===== src/hw/ps2_display_pkg.sv =====
package ps2_display_pkg;

  // --------------------
  // Widths
  localparam int BYTE_W     = 8;       // One scan code
  localparam int NIBBLE_W   = 4;       // One hex digit
  localparam int SEG_W      = 7;       // Segments a to g
  localparam int DEC_BASE   = 10;
  localparam int DEC_DIGITS = 3;       // 255 needs three decimal digits
  localparam int DIV_STEPS  = BYTE_W;  // One quotient bit per step

  // --------------------
  // PS/2 frame
  localparam int RX_BIT_CNT_W = $clog2(BYTE_W);
  localparam logic [RX_BIT_CNT_W-1:0] RX_LAST_BIT = RX_BIT_CNT_W'(BYTE_W - 1);
  localparam int RX_STATE_W = 2;
  localparam logic [RX_STATE_W-1:0] RX_IDLE   = 2'd0;  // Waiting for start bit
  localparam logic [RX_STATE_W-1:0] RX_DATA   = 2'd1;  // Eight data bits, LSB first
  localparam logic [RX_STATE_W-1:0] RX_PARITY = 2'd2;
  localparam logic [RX_STATE_W-1:0] RX_STOP   = 2'd3;

  // --------------------
  // Divider and decimal conversion
  localparam int DIV_CNT_W = $clog2(DIV_STEPS + 1);
  localparam logic [DIV_CNT_W-1:0] DIV_COUNT_INIT = DIV_CNT_W'(DIV_STEPS);
  localparam logic [DIV_CNT_W-1:0] DIV_COUNT_LAST = DIV_CNT_W'(1);
  localparam logic [BYTE_W-1:0] DIVISOR = BYTE_W'(DEC_BASE);
  localparam int DIGIT_IDX_W = $clog2(DEC_DIGITS);
  localparam logic [DIGIT_IDX_W-1:0] LAST_DIGIT = DIGIT_IDX_W'(DEC_DIGITS - 1);
  localparam int CV_STATE_W = 1;
  localparam logic [CV_STATE_W-1:0] CV_IDLE   = 1'b0;
  localparam logic [CV_STATE_W-1:0] CV_DIVIDE = 1'b1;

  // Received byte, read as a number or as two hex digits
  typedef union packed {
    logic [BYTE_W-1:0] raw;     // Numeric view
    struct packed {
      logic [NIBBLE_W-1:0] hi;
      logic [NIBBLE_W-1:0] lo;
    } nibble;                   // Hex view
  } scan_byte_t;

  // Bit 0 is the top bar, bit 6 the middle bar
  function automatic logic [SEG_W-1:0] seg_encode(input logic [NIBBLE_W-1:0] value);
    logic [SEG_W-1:0] lit;  // Set bit lights a segment
    case (value)
      4'h0: lit = 7'b0111111;
      4'h1: lit = 7'b0000110;
      4'h2: lit = 7'b1011011;
      4'h3: lit = 7'b1001111;
      4'h4: lit = 7'b1100110;
      4'h5: lit = 7'b1101101;
      4'h6: lit = 7'b1111101;
      4'h7: lit = 7'b0000111;
      4'h8: lit = 7'b1111111;
      4'h9: lit = 7'b1101111;
      4'ha: lit = 7'b1110111;
      4'hb: lit = 7'b1111100;
      4'hc: lit = 7'b0111001;
      4'hd: lit = 7'b1011110;
      4'he: lit = 7'b1111001;
      default: lit = 7'b1110001;  // F
    endcase
    return ~lit;  // Active low at the pins
  endfunction

endpackage


===== src/hw/ps2_receiver.sv =====
`timescale 1ns/1ps

module ps2_receiver (
  input  logic                        clk,
  input  logic                        reset,
  input  logic                        ps2_clk,      // Asynchronous, from the device
  input  logic                        ps2_data,     // Asynchronous, from the device
  output ps2_display_pkg::scan_byte_t scan_code,    // Last good byte
  output logic                        scan_valid,   // One cycle per good frame
  output logic                        frame_error   // One cycle per bad frame
);

  // --------------------
  // Line synchronizers
  logic clk_meta;
  logic clk_sync;
  logic clk_prev;   // Edge detector history
  logic data_meta;
  logic data_sync;
  logic clk_fall;   // Falling PS/2 clock seen this cycle

  // --------------------
  // Frame state
  logic [ps2_display_pkg::RX_STATE_W-1:0]   state;
  logic [ps2_display_pkg::RX_BIT_CNT_W-1:0] bit_cnt;   // Data bit index
  logic                                     parity;    // Running XOR of data and parity bits
  logic [ps2_display_pkg::BYTE_W-1:0]       shift_reg; // Byte being assembled

  // Lines idle high, so reset to one avoids a false edge
  always_ff @(posedge clk) begin
    if (reset) begin
      clk_meta  <= 1'b1;
      clk_sync  <= 1'b1;
      clk_prev  <= 1'b1;
      data_meta <= 1'b1;
      data_sync <= 1'b1;
    end else begin
      clk_meta  <= ps2_clk;
      clk_sync  <= clk_meta;
      clk_prev  <= clk_sync;
      data_meta <= ps2_data;
      data_sync <= data_meta;
    end
  end

  assign clk_fall = clk_prev & ~clk_sync;

  always_ff @(posedge clk) begin
    if (reset) begin
      state       <= ps2_display_pkg::RX_IDLE;
      bit_cnt     <= '0;
      parity      <= 1'b0;
      scan_code   <= '0;
      scan_valid  <= 1'b0;
      frame_error <= 1'b0;
    end else begin
      scan_valid  <= 1'b0;   // Strobes last one cycle
      frame_error <= 1'b0;
      if (clk_fall) begin
        case (state)
          ps2_display_pkg::RX_IDLE: begin
            if (!data_sync) begin  // Start bit is low
              state   <= ps2_display_pkg::RX_DATA;
              bit_cnt <= '0;
              parity  <= 1'b0;
            end
          end
          ps2_display_pkg::RX_DATA: begin
            parity  <= parity ^ data_sync;
            bit_cnt <= bit_cnt + 1'b1;
            if (bit_cnt == ps2_display_pkg::RX_LAST_BIT) begin
              state <= ps2_display_pkg::RX_PARITY;
            end
          end
          ps2_display_pkg::RX_PARITY: begin
            parity <= parity ^ data_sync;  // Odd parity leaves a one
            state  <= ps2_display_pkg::RX_STOP;
          end
          default: begin                   // Stop bit
            state <= ps2_display_pkg::RX_IDLE;
            if (data_sync && parity) begin
              scan_code.raw <= shift_reg;
              scan_valid    <= 1'b1;
            end else begin
              frame_error <= 1'b1;         // Old byte stays on scan_code
            end
          end
        endcase
      end
    end
  end

  // Data shifter, LSB arrives first
  always_ff @(posedge clk) begin
    if (clk_fall && state == ps2_display_pkg::RX_DATA) begin
      shift_reg <= {data_sync, shift_reg[ps2_display_pkg::BYTE_W-1:1]};
    end
  end

endmodule


===== src/hw/base_divider.sv =====
`timescale 1ns/1ps

// Non-restoring division of a byte by the decimal base
module base_divider (
  input  logic                               clk,
  input  logic                               reset,
  input  logic                               start,      // One-cycle pulse
  input  logic [ps2_display_pkg::BYTE_W-1:0] dividend,
  output logic [ps2_display_pkg::BYTE_W-1:0] quotient,
  output logic [ps2_display_pkg::BYTE_W-1:0] remainder,
  output logic                               done        // One-cycle pulse
);

  logic [2*ps2_display_pkg::BYTE_W-1:0] acc;          // Partial remainder over dividend bits
  logic [2*ps2_display_pkg::BYTE_W-1:0] acc_shifted;
  logic [ps2_display_pkg::BYTE_W-1:0]   rem_shifted;
  logic [ps2_display_pkg::BYTE_W-1:0]   rem_step;     // Signed partial remainder
  logic [ps2_display_pkg::BYTE_W-1:0]   rem_fixed;    // Corrected on the last step
  logic [ps2_display_pkg::DIV_CNT_W-1:0] count;       // Steps still to run
  logic                                 running;
  logic                                 last_step;

  assign remainder = acc[2*ps2_display_pkg::BYTE_W-1:ps2_display_pkg::BYTE_W];
  assign running   = (count != '0);
  assign last_step = (count == ps2_display_pkg::DIV_COUNT_LAST);

  // --------------------
  // One step
  always_comb begin
    acc_shifted = acc << 1;
    rem_shifted = acc_shifted[2*ps2_display_pkg::BYTE_W-1:ps2_display_pkg::BYTE_W];
    // Negative remainder adds the divisor back, positive subtracts
    rem_step = rem_shifted[ps2_display_pkg::BYTE_W-1] ? rem_shifted + ps2_display_pkg::DIVISOR
                                                      : rem_shifted - ps2_display_pkg::DIVISOR;
    rem_fixed = rem_step[ps2_display_pkg::BYTE_W-1] ? rem_step + ps2_display_pkg::DIVISOR
                                                    : rem_step;
  end

  // Step counter and done strobe
  always_ff @(posedge clk) begin
    if (reset) begin
      count <= '0;
      done  <= 1'b0;
    end else begin
      done <= 1'b0;
      if (start) begin
        count <= ps2_display_pkg::DIV_COUNT_INIT;
      end else if (running) begin
        count <= count - 1'b1;
        done  <= last_step;   // Remainder is final in the next cycle
      end
    end
  end

  // --------------------
  // Datapath
  always_ff @(posedge clk) begin
    if (start) begin
      acc <= {{ps2_display_pkg::BYTE_W{1'b0}}, dividend};
    end else if (running) begin
      if (last_step) begin
        acc <= {rem_fixed, acc_shifted[ps2_display_pkg::BYTE_W-1:0]};
      end else begin
        acc <= {rem_step, acc_shifted[ps2_display_pkg::BYTE_W-1:0]};
      end
      // Quotient bit is one when the new remainder is not negative
      quotient <= {quotient[ps2_display_pkg::BYTE_W-2:0], ~rem_step[ps2_display_pkg::BYTE_W-1]};
    end
  end

endmodule


===== src/hw/decimal_converter.sv =====
`timescale 1ns/1ps

module decimal_converter (
  input  logic                        clk,
  input  logic                        reset,
  input  ps2_display_pkg::scan_byte_t scan_code,
  input  logic                        scan_valid,
  output logic [ps2_display_pkg::DEC_DIGITS-1:0][ps2_display_pkg::NIBBLE_W-1:0] dec_digits,
  output logic                        dec_update   // Digits are new this cycle
);

  logic [ps2_display_pkg::CV_STATE_W-1:0]  state;
  logic [ps2_display_pkg::DIGIT_IDX_W-1:0] digit_idx;   // Digit being produced, ones first
  logic [ps2_display_pkg::BYTE_W-1:0]      dividend_q;  // Quotient fed back
  logic                                    start_q;     // Start of the next division
  logic [ps2_display_pkg::DEC_DIGITS-2:0][ps2_display_pkg::NIBBLE_W-1:0] digit_sr;
  logic                                    accept;      // New byte taken this cycle
  logic                                    last_digit;

  // --------------------
  // Divider port
  logic                               div_start;
  logic [ps2_display_pkg::BYTE_W-1:0] div_dividend;
  logic [ps2_display_pkg::BYTE_W-1:0] div_quotient;
  logic [ps2_display_pkg::BYTE_W-1:0] div_remainder;
  logic                               div_done;

  assign accept     = (state == ps2_display_pkg::CV_IDLE) && scan_valid;
  assign last_digit = (digit_idx == ps2_display_pkg::LAST_DIGIT);
  // First division starts straight from the strobe
  assign div_start    = accept | start_q;
  assign div_dividend = accept ? scan_code.raw : dividend_q;

  base_divider u_divider (
    .clk       (clk),
    .reset     (reset),
    .start     (div_start),
    .dividend  (div_dividend),
    .quotient  (div_quotient),
    .remainder (div_remainder),
    .done      (div_done)
  );

  // Conversion FSM, bytes arriving while busy are dropped
  always_ff @(posedge clk) begin
    if (reset) begin
      state      <= ps2_display_pkg::CV_IDLE;
      digit_idx  <= '0;
      start_q    <= 1'b0;
      dec_update <= 1'b0;
    end else begin
      start_q    <= 1'b0;
      dec_update <= 1'b0;
      case (state)
        ps2_display_pkg::CV_IDLE: begin
          if (scan_valid) begin
            state     <= ps2_display_pkg::CV_DIVIDE;
            digit_idx <= '0;
          end
        end
        default: begin
          if (div_done) begin
            if (last_digit) begin
              state      <= ps2_display_pkg::CV_IDLE;
              dec_update <= 1'b1;        // Hundreds just arrived
            end else begin
              digit_idx <= digit_idx + 1'b1;
              start_q   <= 1'b1;         // Divide the quotient again
            end
          end
        end
      endcase
    end
  end

  // Digit store, publish all digits at once
  always_ff @(posedge clk) begin
    if (state == ps2_display_pkg::CV_DIVIDE && div_done) begin
      if (last_digit) begin
        dec_digits <= {div_remainder[ps2_display_pkg::NIBBLE_W-1:0], digit_sr};
      end else begin
        digit_sr   <= {div_remainder[ps2_display_pkg::NIBBLE_W-1:0],
                       digit_sr[ps2_display_pkg::DEC_DIGITS-2:1]};
        dividend_q <= div_quotient;
      end
    end
  end

endmodule


===== src/hw/segment_display.sv =====
`timescale 1ns/1ps

module segment_display (
  input  logic                        clk,
  input  logic                        reset,
  input  ps2_display_pkg::scan_byte_t scan_code,
  input  logic                        scan_valid,
  input  logic [ps2_display_pkg::DEC_DIGITS-1:0][ps2_display_pkg::NIBBLE_W-1:0] dec_digits,
  input  logic                        dec_update,
  output logic [ps2_display_pkg::SEG_W-1:0] hex_hi_seg,        // Upper nibble
  output logic [ps2_display_pkg::SEG_W-1:0] hex_lo_seg,        // Lower nibble
  output logic [ps2_display_pkg::SEG_W-1:0] dec_seg_hundreds,
  output logic [ps2_display_pkg::SEG_W-1:0] dec_seg_tens,
  output logic [ps2_display_pkg::SEG_W-1:0] dec_seg_ones
);

  // --------------------
  // Hex digits
  always_ff @(posedge clk) begin
    if (reset) begin
      hex_hi_seg <= ps2_display_pkg::seg_encode('0);  // Show 0 after reset
      hex_lo_seg <= ps2_display_pkg::seg_encode('0);
    end else if (scan_valid) begin
      hex_hi_seg <= ps2_display_pkg::seg_encode(scan_code.nibble.hi);
      hex_lo_seg <= ps2_display_pkg::seg_encode(scan_code.nibble.lo);
    end
  end

  // --------------------
  // Decimal digits
  always_ff @(posedge clk) begin
    if (reset) begin
      dec_seg_hundreds <= ps2_display_pkg::seg_encode('0);
      dec_seg_tens     <= ps2_display_pkg::seg_encode('0);
      dec_seg_ones     <= ps2_display_pkg::seg_encode('0);
    end else if (dec_update) begin  // Latch a finished conversion
      dec_seg_hundreds <= ps2_display_pkg::seg_encode(dec_digits[2]);
      dec_seg_tens     <= ps2_display_pkg::seg_encode(dec_digits[1]);
      dec_seg_ones     <= ps2_display_pkg::seg_encode(dec_digits[0]);
    end
  end

endmodule


===== src/hw/ps2_code_display.sv =====
`timescale 1ns/1ps

module ps2_code_display (
  input  logic                              clk,
  input  logic                              reset,
  input  logic                              ps2_clk,
  input  logic                              ps2_data,
  output ps2_display_pkg::scan_byte_t       scan_code,
  output logic                              scan_valid,
  output logic                              frame_error,
  output logic                              dec_update,
  output logic [ps2_display_pkg::SEG_W-1:0] hex_hi_seg,
  output logic [ps2_display_pkg::SEG_W-1:0] hex_lo_seg,
  output logic [ps2_display_pkg::SEG_W-1:0] dec_seg_hundreds,
  output logic [ps2_display_pkg::SEG_W-1:0] dec_seg_tens,
  output logic [ps2_display_pkg::SEG_W-1:0] dec_seg_ones
);

  // Ones in entry 0
  logic [ps2_display_pkg::DEC_DIGITS-1:0][ps2_display_pkg::NIBBLE_W-1:0] dec_digits;

  ps2_receiver u_receiver (
    .clk(clk), .reset(reset), .ps2_clk(ps2_clk), .ps2_data(ps2_data),
    .scan_code(scan_code), .scan_valid(scan_valid), .frame_error(frame_error)
  );

  decimal_converter u_converter (
    .clk(clk), .reset(reset), .scan_code(scan_code), .scan_valid(scan_valid),
    .dec_digits(dec_digits), .dec_update(dec_update)
  );

  segment_display u_display (
    .clk(clk), .reset(reset),
    .scan_code(scan_code), .scan_valid(scan_valid),
    .dec_digits(dec_digits), .dec_update(dec_update),
    .hex_hi_seg(hex_hi_seg), .hex_lo_seg(hex_lo_seg),
    .dec_seg_hundreds(dec_seg_hundreds), .dec_seg_tens(dec_seg_tens),
    .dec_seg_ones(dec_seg_ones)
  );

endmodule


===== config.mk =====
export PLATFORM = sky130hd
export DESIGN_NAME = ps2_code_display
export DESIGN_NICKNAME = d
export VERILOG_FILES = /design/src/hw/ps2_display_pkg.sv /design/src/hw/ps2_receiver.sv /design/src/hw/base_divider.sv /design/src/hw/decimal_converter.sv /design/src/hw/segment_display.sv /design/src/hw/ps2_code_display.sv
export SDC_FILE = /design/constraint.sdc
export NUM_CORES = 1
export LEC_CHECK = 0
export CELL_PAD_IN_SITES_DETAIL_PLACEMENT = 1
export CELL_PAD_IN_SITES_GLOBAL_PLACEMENT = 2
export CORE_MARGIN = 4
export CORE_UTILIZATION = 35
export CTS_CLUSTER_SIZE = 16
export DETAILED_ROUTE_END_ITERATION = 10
export DONT_BUFFER_PORTS = 1
export PLACE_DENSITY = 0.77
export SLEW_MARGIN = 20
export SYNTH_ARGS = -nofsm -noshare
export SYNTH_HDL_FRONTEND = slang
export SYNTH_SLANG_ARGS = --single-unit

===== constraint.sdc =====
create_clock -name clk -period 3.6 [get_ports clk]
set_clock_uncertainty 0.05 [all_clocks]
set_input_delay 0.36 -clock clk [delete_from_list [all_inputs] [get_ports clk]]
set_output_delay 0.36 -clock clk [all_outputs]
set_load 0.03 [all_outputs]

==> reports/qor.csv, run 1 <==
metric,value,unit
critPathMaxFanout,23,
vias,4504,
tns,0,ns
maximum_single_stage_delay_on_the_critical_path,0.64,ns
number_of_register_bits_inferred_by_synthesis,160,
net_count_after_synthesis,694,
hold-worst-slack,0.0263,ns
place.detailed.hpwl,9730,um
grt_max_degree,59,
clkTransAtPathRegs,0.06,ns
timing.critical_path.cells,"inv_1, ha_1, nand3_2, inv_2, mux2i_1, inv_1, ha_1, mux4_2, inv_1",
average_wire_length_per_cell_after_detail_routing,15.5,um
fillerInstances,2069,
die-height,148,um
yosys-top-cells-count,"dfxtp_1, nor2_1, nand2_1, edfxtp_1, ha_1",
detailed_place.area,7090,sq um
postCtsSetupBuffers,0,
final_util,40.8,%
clockBufferDepth,2,
sinks_on_clock_net,160,
synthCells,637,
grt_first_pass_wirelength,24300,um
post_route_cells_drive_above_1_share,9.51,%
setup_viol,0,
overflow,0,
routability_congestion_estimate,0.831,
instance_count_along_the_most_critical_hold_path,2,
synth.top_cells.by_area,"dfxtp_1, edfxtp_1, ha_1",
synth_sequential_area_ratio,54.5,%
holdBufCountCts,4,
irDropWorstVdd,0.351,mV
post_drt_via_cell_ratio,4.94,
outcome,finished clean,
final_max_slew_viol_count,0,
worstSetupEndpointType,flip-flop,
clk_latency,0.42,ns
post-route-period-util,84.6,%
path_depth,9,
post_layout_nonfiller_instances,912,
critPathSlowestCell,mux2i_1,
postLayoutCellArea,7740,sq um
fmax,329,MHz
setup.worst_path.start_class,flip-flop,
ant_nets,0,
timing.critical_path.mode_cell,inv_1,
area_growth,13.4,%
synth_area_per_cell,10.7,sq um
dominantRegCellSynth,dfxtp_1,
fp.dieW,148,um
setup_slack,0.556,ns
grt_pass1_vias,4717,
drc_errors,0,
arrival,3.35,ns
cts-buffers-inserted,17,
global_route.usage.total,13.6,%
synth_top_area_share,31.7,%
ctsResizeCount,0,
critical_path.n_buffers_inverters,4,
max_slew.worst_pin.slew,0.650,ns
floorplan.die_area,21800,sq um
drt_pre_antenna_iters,4,
timing.final.hold_violations,0,
floorplan.initialDensity,36.0,%
asyncSetResetFlopFracSynth,0,%
rows,50,
cts_tree,built,
h-tree-depth,4,
hp-class,input pin to flip-flop,
clock-root-buffer,clkbuf_16,
setup_ws_pre_cts,0.600,ns
detail_route.wirelength,14100,um
ys.warnings.count,0,
floorplan.core_area,19000,sq um
max_cap_violations,0,
p_per_area,650,nW/um^2
finalNetCount,697,
crit_required,3.91,ns
reg2reg_depth,9,
number_of_synthesized_flops_with_an_enable_pin,52,
classification_of_the_worst_setup_path,flip-flop to flip-flop,
worst_path_dominant_cell_family,multiplexers,
synth_most_common_cell,dfxtp_1,
post_synth_num_cell_types,55,
synth_area_leader_cell,dfxtp_1,
dp.cells,877,
dr.first_iter.drc_count,205,
p_leak,2.88,nW
post-route-min-period,3.04,ns
ios,50,
slew-limit-headroom,55.4,%
io_buffers,0,
grt_antenna_before_repair,0,
rsz0062_at_grt,false,
insertedDiodeCount,0,
netlist_area,6830,sq um
totalPowerFinal,5.03,mW
-- placed cells by master, fill, tap and decap left out, drive strengths merged, types with 2 or more instances in the layout --
master | Yosys | routed
a211oi | 34 | 34
and2 | 5 | 5
clkbuf | 16 | 24
nor3 | 18 | 18
buf | 13 | 10
a22oi | 4 | 4
xor2 | 3 | 3
a32oi | 3 | 3
dfxtp | 108 | 108
nand3 | 3 | 3
a31oi | 3 | 3
nand2 | 61 | 61
a21oi | 41 | 41
o21ai | 24 | 24
o22a | 6 | 6
nor2 | 77 | 77
a21o | 5 | 5
mux2 | 3 | 3
nand2b | 6 | 6
nand4b | 2 | 2
or2 | 6 | 6
a21boi | 3 | 3
ha | 52 | 52
a221oi | 2 | 2
clkinv | 0 | 4
dlygate4sd3 | 0 | 3
xnor2 | 9 | 9
nor4 | 2 | 2
mux2i | 21 | 21
edfxtp | 52 | 52
nor2b | 2 | 2
inv | 34 | 35
mux4 | 5 | 5
o32a | 3 | 3
-- power breakdown --
group	leakage (nW)	switching (mW)	internal [mW]	total, mW
sequential	1.37	0.113	2.12	2.23
combinational	1.22	0.585	0.442	1.03
clock	0.286	0.697	1.07	1.77
-- cell type report --
cell class / instances / area (sq um) / share of cell area [%]
clock buffer: 24 / 515 / 6.66
clock inverter: 7 / 73.8 / 0.954
timing repair buffer: 13 / 125 / 1.62
multi-input combinational: 414 / 2850 / 36.8
tap: 260 / 325 / 4.20
inverter: 34 / 128 / 1.65
sequential: 160 / 3720 / 48.1
-- kinds of logic after synthesis --
| group | Yosys count | share of synthesized area [%] |
|---|---|---|
| compound gates | 131 | 12.5 |
| xor+xnor | 13 | 1.87 |
| fa+ha+maj | 53 | 9.82 |
| buf+inv | 63 | 3.72 |
| flops | 160 | 54.5 |
| mux | 29 | 5.28 |
| simple gates | 188 | 12.2 |
-- path summary, 6_finish.rpt --
check | to | slack, ns | from
min | u_receiver.clk_prev$_SDFF_PP1_ | 0.03 | reset
min reg2reg | u_display.hex_hi_seg[4]$_SDFFE_PP0P_ | 0.35 | flip-flop
max reg2reg | flip-flop | 0.56 | u_converter.digit_idx[0]$_SDFFE_PP0P_
max | flip-flop | 0.56 | u_converter.digit_idx[0]$_SDFFE_PP0P_
-- per-layer routing --
metal  routed length (um)  share of wire (%)  global-route usage [%]  up-vias
li1                     -                  -                       -     2246
met1                 6970                 49                    17.8     2184
met2                 6570                 46                    22.1       60
met3                  442                3.1                    3.46       14
met4                  168                1.2                    4.33        0
met5                    0                  0                       0        -
Power figures use the tool's default switching activity.
==> inputs of run 2 (changes only) <==
- PLACE_DENSITY: 0.77 -> 0.79
- clock period: 3.6 -> 2.5 ns (I/O delays scaled with it)
==> run 2 against run 1 <==
Via count rose by 2.1%. Sequential share of layout area fell by 1.4 points. Wire length rose by 4.5%. Cell count rose by 3.3%. Cell area rose by 3.0%. Critical path type unchanged. Highest routed layer unchanged.
==> reports/qor.csv, run 2 (same netlist as run 1, synthesis figures left out) <==
metric,value,unit,change
outcome,finished clean,,
final_max_slew_viol_count,0,,unchanged
routed.top_layer,met4,,
clk_latency,0.43,ns,about the same
crit_required,2.82,ns,-1.09 ns
drt_pre_antenna_iters,4,,unchanged
post-route-min-period,2.38,ns,-0.665 ns
slew-limit-headroom,53.1,%,-2.3 points
worstSetupEndpointType,flip-flop,,
clockBufferDepth,2,,unchanged
critPathSlowestCell,mux4_2,,
vias,4597,,+2.1%
grt_first_pass_wirelength,24300,um,+0.17%
post_route_cells_drive_above_1_share,15.5,%,+6.0 points
route.met2.wl,7180,um,+9.3%
overflow,0,,unchanged
m1WireLength,6950,um,-0.27%
rows,50,,unchanged
cts-buffers-inserted,17,,unchanged
timing.final.hold_violations,0,,unchanged
grt_pass1_vias,4780,,+1.3%
wl_met3,457,um,+3.4%
power.combinational.fraction,23.3,%,+2.9 points
max_cap_violations,0,,unchanged
pwr-share-clk,33.8,%,-1.4 points
setup_viol,0,,unchanged
average_wire_length_per_cell_after_detail_routing,15.7,um,+1.1%
cts_tree,built,,
classification_of_the_worst_setup_path,flip-flop to flip-flop,,
post_drt_via_cell_ratio,4.88,,-1.2%
sinks_on_clock_net,160,,unchanged
insertedDiodeCount,0,,unchanged
io_buffers,0,,unchanged
floorplan.die_area,21800,sq um,unchanged
fmax,420,MHz,+28%
irDropWorstVdd,0.417,mV,+19%
cell_internal_pwr,5.25,mW,+44%
global_route.usage.total,13.8,%,+0.18 points
h-tree-depth,4,,unchanged
p_leak,3.03,nW,+5.2%
ios,50,,unchanged
timing.critical_path.cells,"ha_2, and4b_2, nand2_1, a21oi_1, inv_1, ha_1, inv_1, mux4_2, inv_1",,
hp-class,input pin to flip-flop,,
mostFrequentLayoutCells,"dfxtp_1, nor2_1, nand2_1",,
maximum_single_stage_delay_on_the_critical_path,0.45,ns,-0.19 ns
final_util,42.1,%,+1.2 points
fraction_of_power_consumed_by_sequential_logic,42.9,%,-1.5 points
routability_congestion_estimate,0.864,,+3.9%
die-height,148,um,unchanged
mostFrequentLayoutCell,dfxtp_1,,
critPathMaxFanout,7,,-70%
place.detailed.hpwl,10300,um,+6.0%
fp.dieW,148,um,unchanged
finalNetCount,726,,+4.2%
switching_power,2.19,mW,+57%
drc_errors,0,,unchanged
timing.critical_path.mode_cell,inv_1,,
post-route-period-util,95.1,%,+11 points
clkTransAtPathRegs,0.07,ns,about the same
arrival,2.70,ns,-0.65 ns
grt_antenna_before_repair,0,,unchanged
dr.first_iter.drc_count,239,,+17%
tns,0,ns,unchanged
grt_max_degree,63,,+6.8%
max_slew.worst_pin.slew,0.701,ns,+0.0510 ns
ant_nets,0,,unchanged
floorplan.core_area,19000,sq um,unchanged
detail_route.wirelength,14800,um,+4.5%
p_per_area,934,nW/um^2,+44%
setup.worst_path.start_class,flip-flop,,
clock-root-buffer,clkbuf_16,,
floorplan.initialDensity,36.0,%,unchanged
area_growth,16.8,%,
netSwitchingFraction,29.4,%,+1.7 points
==> run 2: layout make-up <==
class | instances | area, sq um
inverters | 34 | 128
fillers | 2087 | 11000
repair buffers | 42 | 340
flip-flops and latches | 160 | 3730
clock inverters | 15 | 144
well taps | 260 | 325
multi-input cells | 414 | 2890
clock buffers | 17 | 425
==> run 2: timing repair <==
action,in CTS,in global routing
setup buffers,0,4
gates resized for setup,0,10
hold endpoints to repair,64,0
endpoints found under the setup margin,0,4
hold buffers,3,0
==> run 2: power groups by stage <==
stage	clock network (mW)	registers, mW	logic, mW
after global routing	2.70	3.22	1.97
after CTS	2.59	3.19	1.62
after detailed placement	0	3.24	1.58
after floorplan	0	3.20	1.19
after global placement	0	3.22	1.51
final	2.52	3.19	1.73
==> run 2: stage by stage <==
step	hold WS (ns)	instances	area (sq um)	power, mW	setup slack [ns]
after floorplan	0.304	637	6830	4.39	-0.0529
after global placement	0.281	903	7290	4.73	0.142
after detailed placement	0.280	903	7290	4.82	-0.00962
after CTS	0.0886	938	7910	7.40	0.00563
after global routing	0.108	942	7980	7.89	-0.0165
final	0.110	942	7980	7.45	0.121
==> run 2: final timing paths <==
check                                                              end  slack, ns                       startpoint  cells after the start
worst min register to register  u_display.dec_seg_tens[3]$_SDFFE_PP0P_       0.36                        flip-flop                      1
worst max register to register                               flip-flop       0.12  u_receiver.data_sync$_SDFF_PP1_                      9
worst min-delay path                  u_receiver.state[1]$_SDFFE_PP0P_       0.11                            reset                      2
worst max-delay path                                         flip-flop       0.12  u_receiver.data_sync$_SDFF_PP1_                      9
==> run 2: critical path: cells and delay by family, from the launching register on <==
kind	cells	cell delay, ns
fa+ha+maj	2	0.56
mux	1	0.45
simple gates	2	0.44
flops	1	0.38
buf+inv	3	0.25
compound gates	1	0.19
==> run 2: per-layer routing <==
| layer | vias up | GRT usage (%) |
|---|---|---|
| met5 | - | 0 |
| met1 | 2223 | 17.5 |
| li1 | 2305 | - |
| met4 | 0 | 4.38 |
| met2 | 54 | 23.1 |
| met3 | 15 | 3.49 |
